**src/logic/rvfi_defs.svh**
```systemverilog
// Shared sizes and codes for the trace unit; RVFI_NSTAGES must match the entries of stage_e

`ifndef RVFI_DEFS_SVH
`define RVFI_DEFS_SVH

//////////////////////////////
// Pipeline geometry
//////////////////////////////

// Number of stages from fetch to writeback
`define RVFI_NSTAGES 4

//////////////////////////////
// Cause fields
//////////////////////////////

// Width of an exception cause and of the low mcause field
`define RVFI_EXC_W 6

// Width of a debug cause, the same as dcsr.cause
`define RVFI_DBG_W 3

// Cause code that mcause takes on interrupt entry (machine external interrupt)
`define RVFI_IRQ_CAUSE 11

`endif

```
**src/logic/rvfi_pkg.sv**
```systemverilog
// Types shared by the trace RTL and its checker; the debug cause codes follow dcsr.cause

`include "rvfi_defs.svh"

package rvfi_pkg;

  //////////////////////////////
  // Pipeline stages
  //////////////////////////////

  // Index of each stage in the per-stage tag vectors
  typedef enum logic [1:0] {
    STAGE_IF = 2'd0,
    STAGE_ID = 2'd1,
    STAGE_EX = 2'd2,
    STAGE_WB = 2'd3
  } stage_e;

  //////////////////////////////
  // Debug causes
  //////////////////////////////

  // Encoded as in dcsr.cause
  // EBREAK is kept for the encoding only and is never produced here
  typedef enum logic [`RVFI_DBG_W-1:0] {
    DBG_NONE    = 3'd0,
    DBG_EBREAK  = 3'd1,
    DBG_HALTREQ = 3'd3,
    DBG_STEP    = 3'd4
  } dbg_cause_e;

  //////////////////////////////
  // Controller states
  //////////////////////////////

  // RUN takes traps normally, DEBUG freezes tagging until an exit pulse
  typedef enum logic {
    CTRL_RUN   = 1'b0,
    CTRL_DEBUG = 1'b1
  } ctrl_state_e;

endpackage

```
**src/logic/rvfi_top.sv**
```systemverilog
// Trace unit top; the stage tag vectors are exported only for the bound checker

`include "rvfi_defs.svh"

module rvfi_top (
  input  logic                                       clk_i,
  input  logic                                       rst_ni,
  // Instruction stream and back-pressure
  input  logic                                       instr_valid_i,
  input  logic                                       instr_exc_i,
  input  logic [`RVFI_EXC_W-1:0]                     instr_cause_i,
  input  logic                                       stall_i,
  // Trap and debug requests
  input  logic                                       irq_i,
  input  logic                                       dbg_req_i,
  input  logic                                       step_i,
  input  logic                                       dbg_exit_i,
  // Retirement trace
  output logic                                       rvfi_valid_o,
  output logic                                       rvfi_intr_o,
  output logic [`RVFI_DBG_W-1:0]                     rvfi_dbg_o,
  output logic                                       rvfi_trap_exc_o,
  output logic                                       rvfi_trap_dbg_o,
  output logic [`RVFI_EXC_W-1:0]                     rvfi_trap_cause_o,
  output logic [`RVFI_DBG_W-1:0]                     rvfi_trap_dbg_cause_o,
  // Acknowledgements and CSR state
  output logic                                       irq_ack_o,
  output logic                                       dbg_ack_o,
  output logic [`RVFI_EXC_W-1:0]                     mcause_o,
  output logic                                       debug_mode_o,
  // Stage tags
  output logic [`RVFI_NSTAGES-1:0]                   stage_intr_o,
  output logic [`RVFI_NSTAGES-1:0][`RVFI_DBG_W-1:0]  stage_dbg_o
);

  import rvfi_pkg::*;

  //////////////////////////////
  // Controller to tracker
  //////////////////////////////

  logic                   accept;
  logic                   tag_intr;
  dbg_cause_e             tag_dbg_cause;
  logic                   trap_exc;
  logic [`RVFI_EXC_W-1:0] trap_cause;
  logic                   trap_dbg;

  // Retirement feedback for the mcause update
  logic                   wb_retire;
  logic                   wb_trap_exc;
  logic [`RVFI_EXC_W-1:0] wb_trap_cause;

  trap_ctrl u_trap_ctrl (
    .clk_i           (clk_i),
    .rst_ni          (rst_ni),
    .instr_valid_i   (instr_valid_i),
    .instr_exc_i     (instr_exc_i),
    .instr_cause_i   (instr_cause_i),
    .stall_i         (stall_i),
    .irq_i           (irq_i),
    .dbg_req_i       (dbg_req_i),
    .step_i          (step_i),
    .dbg_exit_i      (dbg_exit_i),
    .wb_retire_i     (wb_retire),
    .wb_trap_exc_i   (wb_trap_exc),
    .wb_trap_cause_i (wb_trap_cause),
    .accept_o        (accept),
    .tag_intr_o      (tag_intr),
    .tag_dbg_cause_o (tag_dbg_cause),
    .trap_exc_o      (trap_exc),
    .trap_cause_o    (trap_cause),
    .trap_dbg_o      (trap_dbg),
    .irq_ack_o       (irq_ack_o),
    .dbg_ack_o       (dbg_ack_o),
    .mcause_o        (mcause_o),
    .debug_mode_o    (debug_mode_o)
  );

  rvfi_tracker u_rvfi_tracker (
    .clk_i                 (clk_i),
    .rst_ni                (rst_ni),
    .stall_i               (stall_i),
    .accept_i              (accept),
    .tag_intr_i            (tag_intr),
    .tag_dbg_cause_i       (tag_dbg_cause),
    .trap_exc_i            (trap_exc),
    .trap_cause_i          (trap_cause),
    .trap_dbg_i            (trap_dbg),
    .stage_intr_o          (stage_intr_o),
    .stage_dbg_o           (stage_dbg_o),
    .wb_retire_o           (wb_retire),
    .wb_trap_exc_o         (wb_trap_exc),
    .wb_trap_cause_o       (wb_trap_cause),
    .rvfi_valid_o          (rvfi_valid_o),
    .rvfi_intr_o           (rvfi_intr_o),
    .rvfi_dbg_o            (rvfi_dbg_o),
    .rvfi_trap_exc_o       (rvfi_trap_exc_o),
    .rvfi_trap_dbg_o       (rvfi_trap_dbg_o),
    .rvfi_trap_cause_o     (rvfi_trap_cause_o),
    .rvfi_trap_dbg_cause_o (rvfi_trap_dbg_cause_o)
  );

endmodule

```
**src/logic/rvfi_tracker.sv**
```systemverilog
// Four-stage tag pipeline with registered retirement outputs; a stall holds every stage

`include "rvfi_defs.svh"

module rvfi_tracker (
  input  logic                                       clk_i,
  input  logic                                       rst_ni,
  input  logic                                       stall_i,
  // Tags of the instruction accepted this cycle
  input  logic                                       accept_i,
  input  logic                                       tag_intr_i,
  input  rvfi_pkg::dbg_cause_e                       tag_dbg_cause_i,
  input  logic                                       trap_exc_i,
  input  logic [`RVFI_EXC_W-1:0]                     trap_cause_i,
  input  logic                                       trap_dbg_i,
  // Per-stage tag vectors, indexed by stage
  output logic [`RVFI_NSTAGES-1:0]                   stage_intr_o,
  output logic [`RVFI_NSTAGES-1:0][`RVFI_DBG_W-1:0]  stage_dbg_o,
  // Retirement happening at the coming edge
  output logic                                       wb_retire_o,
  output logic                                       wb_trap_exc_o,
  output logic [`RVFI_EXC_W-1:0]                     wb_trap_cause_o,
  // Registered retirement report
  output logic                                       rvfi_valid_o,
  output logic                                       rvfi_intr_o,
  output logic [`RVFI_DBG_W-1:0]                     rvfi_dbg_o,
  output logic                                       rvfi_trap_exc_o,
  output logic                                       rvfi_trap_dbg_o,
  output logic [`RVFI_EXC_W-1:0]                     rvfi_trap_cause_o,
  output logic [`RVFI_DBG_W-1:0]                     rvfi_trap_dbg_cause_o
);

  import rvfi_pkg::*;

  // Control bits per stage
  logic [`RVFI_NSTAGES-1:0]                  valid_q;
  logic [`RVFI_NSTAGES-1:0]                  intr_q;
  logic [`RVFI_NSTAGES-1:0]                  exc_q;
  logic [`RVFI_NSTAGES-1:0]                  tdbg_q;
  logic [`RVFI_NSTAGES-1:0][`RVFI_DBG_W-1:0] dbg_q;

  // Exception cause per stage, only meaningful where exc_q is set
  logic [`RVFI_NSTAGES-1:0][`RVFI_EXC_W-1:0] cause_q;

  //////////////////////////////
  // Stage shift
  //////////////////////////////

  // On an unstalled edge every entry moves one stage on
  // IF takes the accepted instruction or a bubble
  always_ff @(posedge clk_i or negedge rst_ni) begin
    if (!rst_ni) begin
      valid_q <= '0;
      intr_q  <= '0;
      exc_q   <= '0;
      tdbg_q  <= '0;
      dbg_q   <= '0;
    end else if (!stall_i) begin
      for (int s = STAGE_WB; s > STAGE_IF; s--) begin
        valid_q[s] <= valid_q[s-1];
        intr_q[s]  <= intr_q[s-1];
        exc_q[s]   <= exc_q[s-1];
        tdbg_q[s]  <= tdbg_q[s-1];
        dbg_q[s]   <= dbg_q[s-1];
      end
      valid_q[STAGE_IF] <= accept_i;
      intr_q[STAGE_IF]  <= tag_intr_i;
      exc_q[STAGE_IF]   <= trap_exc_i;
      tdbg_q[STAGE_IF]  <= trap_dbg_i;
      dbg_q[STAGE_IF]   <= tag_dbg_cause_i;
    end
  end

  always_ff @(posedge clk_i) begin
    if (!stall_i) begin
      for (int s = STAGE_WB; s > STAGE_IF; s--) begin
        cause_q[s] <= cause_q[s-1];
      end
      cause_q[STAGE_IF] <= trap_cause_i;
    end
  end

  assign stage_intr_o = intr_q;
  assign stage_dbg_o  = dbg_q;

  //////////////////////////////
  // Retirement
  //////////////////////////////

  // WB leaves the pipe on any unstalled edge that finds it occupied
  assign wb_retire_o     = valid_q[STAGE_WB] && !stall_i;
  assign wb_trap_exc_o   = exc_q[STAGE_WB];
  assign wb_trap_cause_o = cause_q[STAGE_WB];

  // rvfi_valid is a one-cycle pulse after each retiring edge
  always_ff @(posedge clk_i or negedge rst_ni) begin
    if (!rst_ni) begin
      rvfi_valid_o          <= 1'b0;
      rvfi_intr_o           <= 1'b0;
      rvfi_dbg_o            <= DBG_NONE;
      rvfi_trap_exc_o       <= 1'b0;
      rvfi_trap_dbg_o       <= 1'b0;
      rvfi_trap_dbg_cause_o <= DBG_NONE;
    end else begin
      rvfi_valid_o <= wb_retire_o;
      if (wb_retire_o) begin
        rvfi_intr_o     <= intr_q[STAGE_WB];
        rvfi_dbg_o      <= dbg_q[STAGE_WB];
        rvfi_trap_exc_o <= exc_q[STAGE_WB];
        rvfi_trap_dbg_o <= tdbg_q[STAGE_WB];
        // Only single step raises a debug trap here
        rvfi_trap_dbg_cause_o <= tdbg_q[STAGE_WB] ? DBG_STEP : DBG_NONE;
      end
    end
  end

  always_ff @(posedge clk_i) begin
    if (wb_retire_o) begin
      rvfi_trap_cause_o <= exc_q[STAGE_WB] ? cause_q[STAGE_WB] : '0;
    end
  end

endmodule

```
**src/logic/trap_ctrl.sv**
```systemverilog
// Trap and debug entry controller; tags are combinational on acceptance and no debug re-entry is taken

`include "rvfi_defs.svh"

module trap_ctrl (
  input  logic                     clk_i,
  input  logic                     rst_ni,
  // Offered instruction
  input  logic                     instr_valid_i,
  input  logic                     instr_exc_i,
  input  logic [`RVFI_EXC_W-1:0]   instr_cause_i,
  input  logic                     stall_i,
  // Trap and debug requests
  input  logic                     irq_i,
  input  logic                     dbg_req_i,
  input  logic                     step_i,
  input  logic                     dbg_exit_i,
  // Retirement feedback from the tracker
  input  logic                     wb_retire_i,
  input  logic                     wb_trap_exc_i,
  input  logic [`RVFI_EXC_W-1:0]   wb_trap_cause_i,
  // Tags for the instruction entering IF
  output logic                     accept_o,
  output logic                     tag_intr_o,
  output rvfi_pkg::dbg_cause_e     tag_dbg_cause_o,
  output logic                     trap_exc_o,
  output logic [`RVFI_EXC_W-1:0]   trap_cause_o,
  output logic                     trap_dbg_o,
  // Acknowledgements and visible CSR state
  output logic                     irq_ack_o,
  output logic                     dbg_ack_o,
  output logic [`RVFI_EXC_W-1:0]   mcause_o,
  output logic                     debug_mode_o
);

  import rvfi_pkg::*;

  ctrl_state_e state_q, state_d;
  logic        in_run;

  // Step pending means the previous accepted instruction was stepped in RUN
  logic        step_pend_q, step_pend_d;
  // Handler pending means the previous accepted instruction raised an exception in RUN
  logic        hdl_pend_q, hdl_pend_d;

  logic [`RVFI_EXC_W-1:0] mcause_q;

  //////////////////////////////
  // Acceptance
  //////////////////////////////

  // A stall freezes the whole pipe, so nothing is taken while it is high
  assign accept_o = instr_valid_i && !stall_i;
  assign in_run   = (state_q == CTRL_RUN);

  // Exception fields travel with the instruction in any state
  assign trap_exc_o   = accept_o && instr_exc_i;
  assign trap_cause_o = instr_exc_i ? instr_cause_i : '0;

  // Every instruction taken in RUN with stepping enabled is a step trap
  assign trap_dbg_o = accept_o && in_run && step_i;

  //////////////////////////////
  // Tagging and next state
  //////////////////////////////

  always_comb begin
    state_d         = state_q;
    step_pend_d     = step_pend_q;
    hdl_pend_d      = hdl_pend_q;
    tag_intr_o      = 1'b0;
    tag_dbg_cause_o = DBG_NONE;
    irq_ack_o       = 1'b0;
    dbg_ack_o       = 1'b0;

    if (accept_o && in_run) begin
      if (step_pend_q) begin
        // The instruction after a step is the debug handler entry
        tag_dbg_cause_o = DBG_STEP;
        dbg_ack_o       = 1'b1;
        state_d         = CTRL_DEBUG;
      end else if (dbg_req_i) begin
        tag_dbg_cause_o = DBG_HALTREQ;
        dbg_ack_o       = 1'b1;
        state_d         = CTRL_DEBUG;
      end else begin
        // Interrupt entry and exception handler entry may land on one instruction
        if (irq_i) begin
          tag_intr_o = 1'b1;
          irq_ack_o  = 1'b1;
        end
        if (hdl_pend_q) begin
          tag_intr_o = 1'b1;
        end
      end
    end

    // Pending flags describe only the last accepted instruction
    if (accept_o) begin
      step_pend_d = in_run && step_i;
      hdl_pend_d  = in_run && instr_exc_i;
    end

    // Leaving debug mode drops anything that was pending on entry
    if (dbg_exit_i) begin
      state_d     = CTRL_RUN;
      step_pend_d = 1'b0;
      hdl_pend_d  = 1'b0;
    end
  end

  //////////////////////////////
  // State registers
  //////////////////////////////

  always_ff @(posedge clk_i or negedge rst_ni) begin
    if (!rst_ni) begin
      state_q     <= CTRL_RUN;
      step_pend_q <= 1'b0;
      hdl_pend_q  <= 1'b0;
    end else begin
      state_q     <= state_d;
      step_pend_q <= step_pend_d;
      hdl_pend_q  <= hdl_pend_d;
    end
  end

  // mcause is frozen in DEBUG
  // Interrupt entry belongs to a younger instruction than the retiring one, so it wins
  always_ff @(posedge clk_i or negedge rst_ni) begin
    if (!rst_ni) begin
      mcause_q <= '0;
    end else if (in_run) begin
      if (irq_ack_o) begin
        mcause_q <= `RVFI_EXC_W'(`RVFI_IRQ_CAUSE);
      end else if (wb_retire_i && wb_trap_exc_i) begin
        mcause_q <= wb_trap_cause_i;
      end
    end
  end

  assign mcause_o     = mcause_q;
  assign debug_mode_o = (state_q == CTRL_DEBUG);

endmodule

```
**config.mk**
```make
export PLATFORM = sky130hd
export DESIGN_NAME = rvfi_top
export DESIGN_NICKNAME = d
export VERILOG_FILES = /design/src/logic/rvfi_pkg.sv /design/src/logic/rvfi_top.sv /design/src/logic/rvfi_tracker.sv /design/src/logic/trap_ctrl.sv
export VERILOG_INCLUDE_DIRS = /design/src /design/src/logic
export SDC_FILE = /design/constraint.sdc
export NUM_CORES = 1
export LEC_CHECK = 0
export BUFFER_PORTS_ARGS = -buffer_cell sky130_fd_sc_hd__buf_2
export CORE_UTILIZATION = 57
export DETAILED_ROUTE_END_ITERATION = 12
export GPL_TIMING_DRIVEN = 0
export PLACE_DENSITY = 0.83
export SLEW_MARGIN = 15
export SYNTH_ARGS = -nofsm -noshare
export SYNTH_HDL_FRONTEND = slang
export SYNTH_SLANG_ARGS = --single-unit
```
**constraint.sdc**
```tcl
create_clock -name clk_i -period 2 [get_ports clk_i]
set_input_delay 0.6 -clock clk_i [delete_from_list [all_inputs] [get_ports clk_i]]
set_output_delay 0.6 -clock clk_i [all_outputs]
set_load 0.005 [all_outputs]
```
==> flow_summary_export.csv, run 1 <==
group,metric,value,unit
yosys,async_flop_share,56.5,%
timing,setup_viol,0,
outcome,outcome,"finished, final reports clean",
layout,drive_gt1_share,46.8,%
timing,relSlewSlack,38.7,%
floorplan,num_io_pins,56,
timing,finalClockSkew,0.00707,ns
timing,tightest_slew,0.919,ns
floorplan,fp-row-count,24,
worst_setup_path,start_kind,"input port",
place,gp_congestion,0.755,
yosys,synth_seq_cells,69,
yosys,yosysTopAreaCell,"dfrtp_1",
worst_setup_path,crit_buf_inv,3,
detailed_routing,ant_nets,0,
pwr,combPwrFrac,12.2,%
yosys,yosysSeqAreaShare,73.2,%
clocking,clkLatencyLatePin,0.34,ns
floorplan,die_h,69.1,um
worst_setup_path,crit_path_end_kind,"primary output",
grt,antenna_found_initial,0,
yosys,ys.flop_type,"dfrtp_1",
worst_setup_path,required,1.40,ns
yosys,netlist_area,0.00256,mm2
timing,fin_crit_sh,98.5,%
layout,syn2layout_area_growth,24.0,%
detailed_routing,initialDrtViolationCount,69,
worst_setup_path,slowest_delay,0.26,ns
pwr,p_per_area,1120,mW/mm2
worst_setup_path,path_common_cell,"buf_2",
grt,grt_usage,17.9,%
worst_setup_path,critical_path_class,"input port to primary output",
timing,rsz0062_at_grt,"true",
layout,insertedDiodeCount,0,
timing,fin_crit,1.97,ns
worst_setup_path,path_delay_family,"simple AND/OR/NAND/NOR gates",
grt,grt.overflow.total,0,
yosys,synth_cell_types,21,
detailed_routing,drc,0,
clocking,cts_buffers,9,
pwr,sw_frac_of_total,22.9,%
worst_setup_path,path_max_fanout,5,
pwr,leakagePower,1.51,nW
clocking,ctsRootBufferMaster,"clkbuf_8",
detailed_routing,wl,3.84,mm
yosys,synth.avg_cell_area,15.6,um2
place,io_buffers,53,
job,maxCapViolCount,0,
pwr,p_switching,816,uW
floorplan,floorplan.initialDensity,58.9,%
worst_setup_path,path_cells,"buf_2 > nor3b_4 > nand3_2 > inv_2 > buf_2",
yosys,synth_edf_count,30,
yosys,ys_warn_count,0,
yosys,netlist_top_cells_area,"dfrtp_1, edfxtp_1, mux2_2",
floorplan,die_area,0.00477,mm2
clocking,cts_tree,"built",
layout,fillCellCount,277,
detailed_routing,wl_per_cell,13.3,um
timing,hold_viol_final,0,
layout,final_nets,247,
clocking,cts_buffer_depth,2,
pwr,total_power,3.57,mW
worst_setup_path,crit_path_top_delay_cell,"nor3b_4",
floorplan,coreArea,0.00435,mm2
timing,fmax,507,MHz
place,dpl.hpwl,2.54,mm
layout,regArea,0.00188,mm2
detailed_routing,dr.pass1.iters,4,
detailed_routing,avgViaCountPerCell,4.98,
yosys,synth_cells,164,
grt,grt_pass1_vias,1388,
grt,grt_max_degree,40,
clocking,clkSinkCount,69,
grt,grt_pass1_wl,6.34,mm
pwr,power_frac_seq,49.5,%
detailed_routing,vias,1439,
pwr,vdd.ir_drop.worst,841,uV
layout,multi_input_area,596,um2
worst_hold_path,hold_path.class,"input port to async pin",
clocking,path_clk_slew,0.07,ns
pwr,intPower,2.75,mW
floorplan,die_w,69.1,um
yosys,synth_top_area_share,38.0,%
worst_setup_path,crit_arrival,1.37,ns
pwr,p_clk_share,38.3,%
clocking,cts_htree_levels,3,
layout,finish.utilization,73.0,%
timing,maxSlewViolCount,0,
-- layer usage --
layer | share of wire, % | vias to the layer above | GRT usage (%)
met2 | 48 | 44 | 26.5
met5 | 0 | - | 0
met4 | 1.6 | 0 | 9.52
met1 | 46 | 686 | 23.1
met3 | 4.8 | 6 | 6.58
li1 | - | 703 | -
-- stage by stage --
stage	hold slack [ns]	area (um2)	std cells	setup TNS, ns	worst slack (ns)
after detailed placement	0.405	2900	270	-0.993	-0.183
after CTS	0.394	3170	289	0	0.0232
after global routing	0.427	3180	289	-0.0644	-0.0322
after global placement	0.401	2900	270	-0.255	-0.118
after floorplan	0.304	2570	165	0	0.307
final	0.367	3180	289	0	0.0293
-- Yosys cell counts, types with 2 or more instances --
library cell / number
a21oi_1: 3
and2_1: 12
buf_2: 2
buf_4: 11
dfrtp_1: 39
edfxtp_1: 30
inv_1: 4
mux2_2: 23
mux2i_1: 6
nand2_1: 15
nand3_1: 2
nand4_1: 2
nor2_1: 4
o21ai_0: 4
-- cells by family (layout without fill, tap and decap cells) --
| group | after synthesis | in the layout | share of synthesized area [%] |
|---|---|---|---|
| AO/OA/AOI/OAI | 8 | 8 | 1.66 |
| buffers and inverters | 17 | 89 | 4.19 |
| flip-flops | 69 | 69 | 73.2 |
| multiplexers | 29 | 29 | 12.4 |
| other | 1 | 2 | 0.146 |
| AND/OR/NAND/NOR | 40 | 40 | 8.39 |
-- what timing repair did --
action,4_1_cts,5_1_grt
resized for setup,2,1
endpoints found under the setup margin,1,2
hold buffers,0,0
buffers inserted,3,0
pin swaps,2,1
-- final timing paths --
| path | cells past startpoint | slack, ns | to | from |
|---|---|---|---|---|
| worst max-delay path | 5 | 0.03 | irq_ack_o | stall_i |
| worst min-delay path | 1 | 0.37 | u_rvfi_tracker.stage_dbg_o[4] | rst_ni |
| worst max register to register | 5 | 0.61 | u_trap_ctrl.mcause_o[4] | u_trap_ctrl.debug_mode_o |
| worst min register to register | 0 | 0.42 | u_rvfi_tracker.cause_q[8] | u_rvfi_tracker.cause_q[2] |
| max in group asynchronous | 1 | 1.09 | u_rvfi_tracker.rvfi_intr_o | rst_ni |
| min in group clk_i | 0 | 0.42 | u_rvfi_tracker.cause_q[8] | u_rvfi_tracker.cause_q[2] |
-- power groups by stage --
stage,registers (mW),logic (mW),clock network [mW]
6_report,1.77,0.435,1.37
5_1_grt,1.80,0.482,1.45
4_1_cts,1.77,0.441,1.39
3_5_place_dp,1.80,0.433,0
3_3_place_gp,1.79,0.415,0
2_1_floorplan,1.79,0.222,0
-- area by class of cell --
| type | count | share of cell area [%] |
|---|---|---|
| Multi-Input combinational cell | 79 | 18.7 |
| Sequential cell | 69 | 59.0 |
| Inverter | 4 | 0.472 |
| Tap cell | 52 | 2.05 |
| Clock inverter | 7 | 3.86 |
| Timing Repair Buffer | 56 | 9.05 |
| Buffer | 13 | 2.91 |
| Clock buffer | 9 | 3.90 |
-- state kept, by name, summed over array words and instances, names as in the netlist --
| register | cells |
|---|---|
| u_trap_ctrl.mcause_o | 6 |
| u_rvfi_tracker.rvfi_trap_dbg_cause_o | 1 |
| u_rvfi_tracker.rvfi_trap_cause_o | 6 |
| u_trap_ctrl.hdl_pend_q | 1 |
| u_rvfi_tracker.rvfi_trap_exc_o | 1 |
| u_rvfi_tracker.tdbg_q | 4 |
| u_rvfi_tracker.wb_trap_cause_o | 6 |
| u_trap_ctrl.step_pend_q | 1 |
| u_rvfi_tracker.valid_q | 4 |
| u_rvfi_tracker.rvfi_intr_o | 1 |
| u_rvfi_tracker.stage_dbg_o | 8 |
| u_rvfi_tracker.cause_q | 18 |
| u_rvfi_tracker.stage_intr_o | 4 |
| u_trap_ctrl.debug_mode_o | 1 |
| u_rvfi_tracker.exc_q | 4 |
| u_rvfi_tracker.rvfi_valid_o | 1 |
| u_rvfi_tracker.rvfi_dbg_o | 2 |
-- cells in the final DEF (no fill, tap or decap), drive strengths merged, types with 5 or more instances in the layout --
master	n
and2	12
buf	69
clkbuf	9
dfrtp	39
edfxtp	30
inv	5
mux2	23
mux2i	6
nand2	15
No activity file was read; power rests on OpenSTA's default activity.
==> run 2, diff against run 1 <==
--- a/config.mk
+++ b/config.mk
@@ -6,6 +6,7 @@
 export SDC_FILE = /design/constraint.sdc
 export NUM_CORES = 1
 export LEC_CHECK = 0
+export ABC_AREA = 1
 export BUFFER_PORTS_ARGS = -buffer_cell sky130_fd_sc_hd__buf_2
 export CORE_UTILIZATION = 57
 export DETAILED_ROUTE_END_ITERATION = 12
==> run 2 against run 1 <==
Cell count increased by 23%. Non-clock buffer count is 3 lower. Sequential share of layout area up 0.58 points. Hold slack got worse by 0.0024 ns. Worst setup slack better by 0.077 ns. Die area is 3.9% higher. Sequential power fell by 3%. Clock power shrank 34%. Largest cell class unchanged. Highest routed layer unchanged.
==> flow_summary_export.csv, run 2 <==
group,metric,value,unit
place,dpl.hpwl,3.01,mm
timing,fin_crit_sh,94.7,%
pwr,leakagePower,1.63,nW
timing,hold_viol_final,0,
place,pre_cts_ws,0.0955,ns
yosys,async_flop_share,56.5,%
worst_setup_path,rr_startpoint,"u_rvfi_tracker.valid_q[3]",
pwr,total_power,3.02,mW
yosys,synth_cell_types,24,
floorplan,die_h,70.4,um
detailed_routing,avgViaCountPerCell,4.87,
clocking,path_clk_slew,0.07,ns
place,io_buffers,51,
timing,fmax,528,MHz
grt,grt_max_degree,40,
yosys,yosysSeqAreaShare,70.4,%
worst_setup_path,crit_path_end_kind,"primary output",
yosys,synth.avg_cell_area,11.3,um2
clocking,cts_tree,"built",
timing,rsz0062_at_grt,"false",
clocking,cts_buffers,9,
detailed_routing,vias,1735,
detailed_routing,initialDrtViolationCount,120,
yosys,ys.flop_type,"dfrtp_1",
worst_hold_path,hold_path.class,"input port to async pin",
timing,fin_crit,1.89,ns
worst_setup_path,r2r_setup_slack,0.88,ns
floorplan,die_area,0.00496,mm2
floorplan,coreArea,0.00441,mm2
timing,setup_viol,0,
worst_setup_path,required,1.40,ns
worst_setup_path,crit_arrival,1.29,ns
detailed_routing,dr.pass1.iters,4,
clocking,ctsRootBufferMaster,"clkbuf_8",
grt,grt_usage,20.2,%
yosys,synth_most_common_cell,"nand2_1",
timing,relSlewSlack,44.2,%
clocking,cts_buffer_depth,2,
worst_setup_path,critical_path_class,"flop to primary output",
yosys,yosysTopAreaCell,"dfrtp_1",
clocking,cts_htree_levels,3,
grt,grt_pass1_wl,7.39,mm
layout,final_common_cell,"nand2_1",
worst_setup_path,start_kind,"flop",
clocking,cts_setup_buffers,0,
worst_setup_path,path_max_fanout,7,
yosys,synth_top_area_share,36.6,%
detailed_routing,ant_nets,0,
layout,drive_gt1_share,29.9,%
detailed_routing,wl_per_cell,12.2,um
layout,regMostFlops,"u_rvfi_tracker.cause_q",
floorplan,fp-row-count,24,
detailed_routing,wl,4.35,mm
clocking,ctsHoldBuffers,0,
outcome,outcome,"finished, final reports clean",
worst_setup_path,worst_r2r_endpoint,"u_trap_ctrl.mcause_o[3]",
place,gp_congestion,0.783,
yosys,ys_warn_count,0,
layout,insertedDiodeCount,0,
yosys,synth_cells,236,
timing,finalSetupTns,0,ns
detailed_routing,drc,0,
yosys,synth_edf_count,30,
layout,syn2layout_area_growth,18.1,%
grt,grt.overflow.total,0,
timing,tightest_slew,0.837,ns
grt,grt_pass1_vias,1688,
yosys,netlist_top_cells_area,"dfrtp_1, edfxtp_1, nand2_1",
clocking,clkLatencyLatePin,0.34,ns
yosys,synthTopCellsByCount,"nand2_1, dfrtp_1, inv_1",
pwr,p_per_area,958,mW/mm2
worst_setup_path,critPathLaunch,"u_trap_ctrl.step_pend_q",
worst_setup_path,reg2reg_depth,5,
layout,finish.utilization,71.4,%
timing,setup_ws,0.106,ns
yosys,netlist_area,0.00267,mm2
layout,final_nets,314,
yosys,synth_seq_cells,69,
floorplan,num_io_pins,56,
timing,maxSlewViolCount,0,
pwr,vdd.ir_drop.worst,584,uV
job,maxCapViolCount,0,
floorplan,die_w,70.4,um
timing,finalClockSkew,0.00604,ns
layout,largest_register_ffs,18,
grt,antenna_found_initial,0,
floorplan,floorplan.initialDensity,60.4,%
clocking,clkSinkCount,69,
layout,final_cell_mix,"nand2_1, buf_2, dfrtp_1, inv_1, edfxtp_1",
## run 2: where the power goes
| part | switching [mW] | internal, mW | leakage, nW |
|---|---|---|---|
| clock network | 0.460 | 0.443 | 0.0788 |
| logic | 0.209 | 0.180 | 0.757 |
| registers | 0.0791 | 1.65 | 0.799 |
## run 2: metrics by stage
stage / cell area, um2 / std cells / hold WS (ns)
finish: 3150 / 356 / 0.364
floorplan: 2670 / 237 / 0.304
global placement: 2990 / 340 / 0.402
detailed placement: 2990 / 340 / 0.405
CTS: 3150 / 356 / 0.384
global route: 3150 / 356 / 0.425
## run 2: worst max-delay path: stages (launching register included)
cell and delay [ns]:
dfrtp_1 0.39, inv_2 0.08, nand2_2 0.08, nor2_2 0.15, nand2_4 0.10, inv_1 0.06
buf_2 0.10
## run 2: routing by layer
metal | share of wire (%) | wire (um) | vias up | GRT usage (%)
met5 | 0 | 0 | - | 0
met4 | 1.8 | 77 | 0 | 9.56
met3 | 5.1 | 224 | 7 | 6.64
met2 | 52 | 2250 | 57 | 33.5
met1 | 41 | 1800 | 811 | 23.8
li1 | - | - | 860 | -
## run 2: repair_timing
item,4_1_cts,5_1_grt
gates resized for setup,1,3
endpoints found under the setup margin,1,2
pin swaps,0,1
hold endpoints to repair,0,0
gates cloned,0,0
## run 2: worst max-delay path by stage
| stage | end | slack [ns] | cells past startpoint |
|---|---|---|---|
| 2_1_floorplan | dbg_ack_o | 0.26 | 6 |
| 3_3_place_gp | dbg_ack_o | 0.12 | 7 |
| 3_5_place_dp | dbg_ack_o | 0.1 | 7 |
| 4_1_cts | irq_ack_o | 0.04 | 6 |
| 5_1_grt | irq_ack_o | 0.03 | 6 |
| 6_report | irq_ack_o | 0.11 | 6 |
## run 2: area by class of cell
cell class,instances,area [um2]
clock inverters,3,13.8
fillers,312,1260
repair buffers,51,255
plain buffers,15,100
inverters,37,144
well taps,52,65.1
clock buffers,13,139
flip-flops and latches,69,1880
multi-input cells,116,556
## run 2: cell families (layout without fill, tap and decap cells)
group                  after synthesis  count (layout)  synth area share, %
AND/OR/NAND/NOR                     89              89                 15.6
other                                1               2                0.141
AO/OA/AOI/OAI                       25              25                 4.74
flip-flops                          69              69                 70.4
buffers and inverters               52             119                 9.15
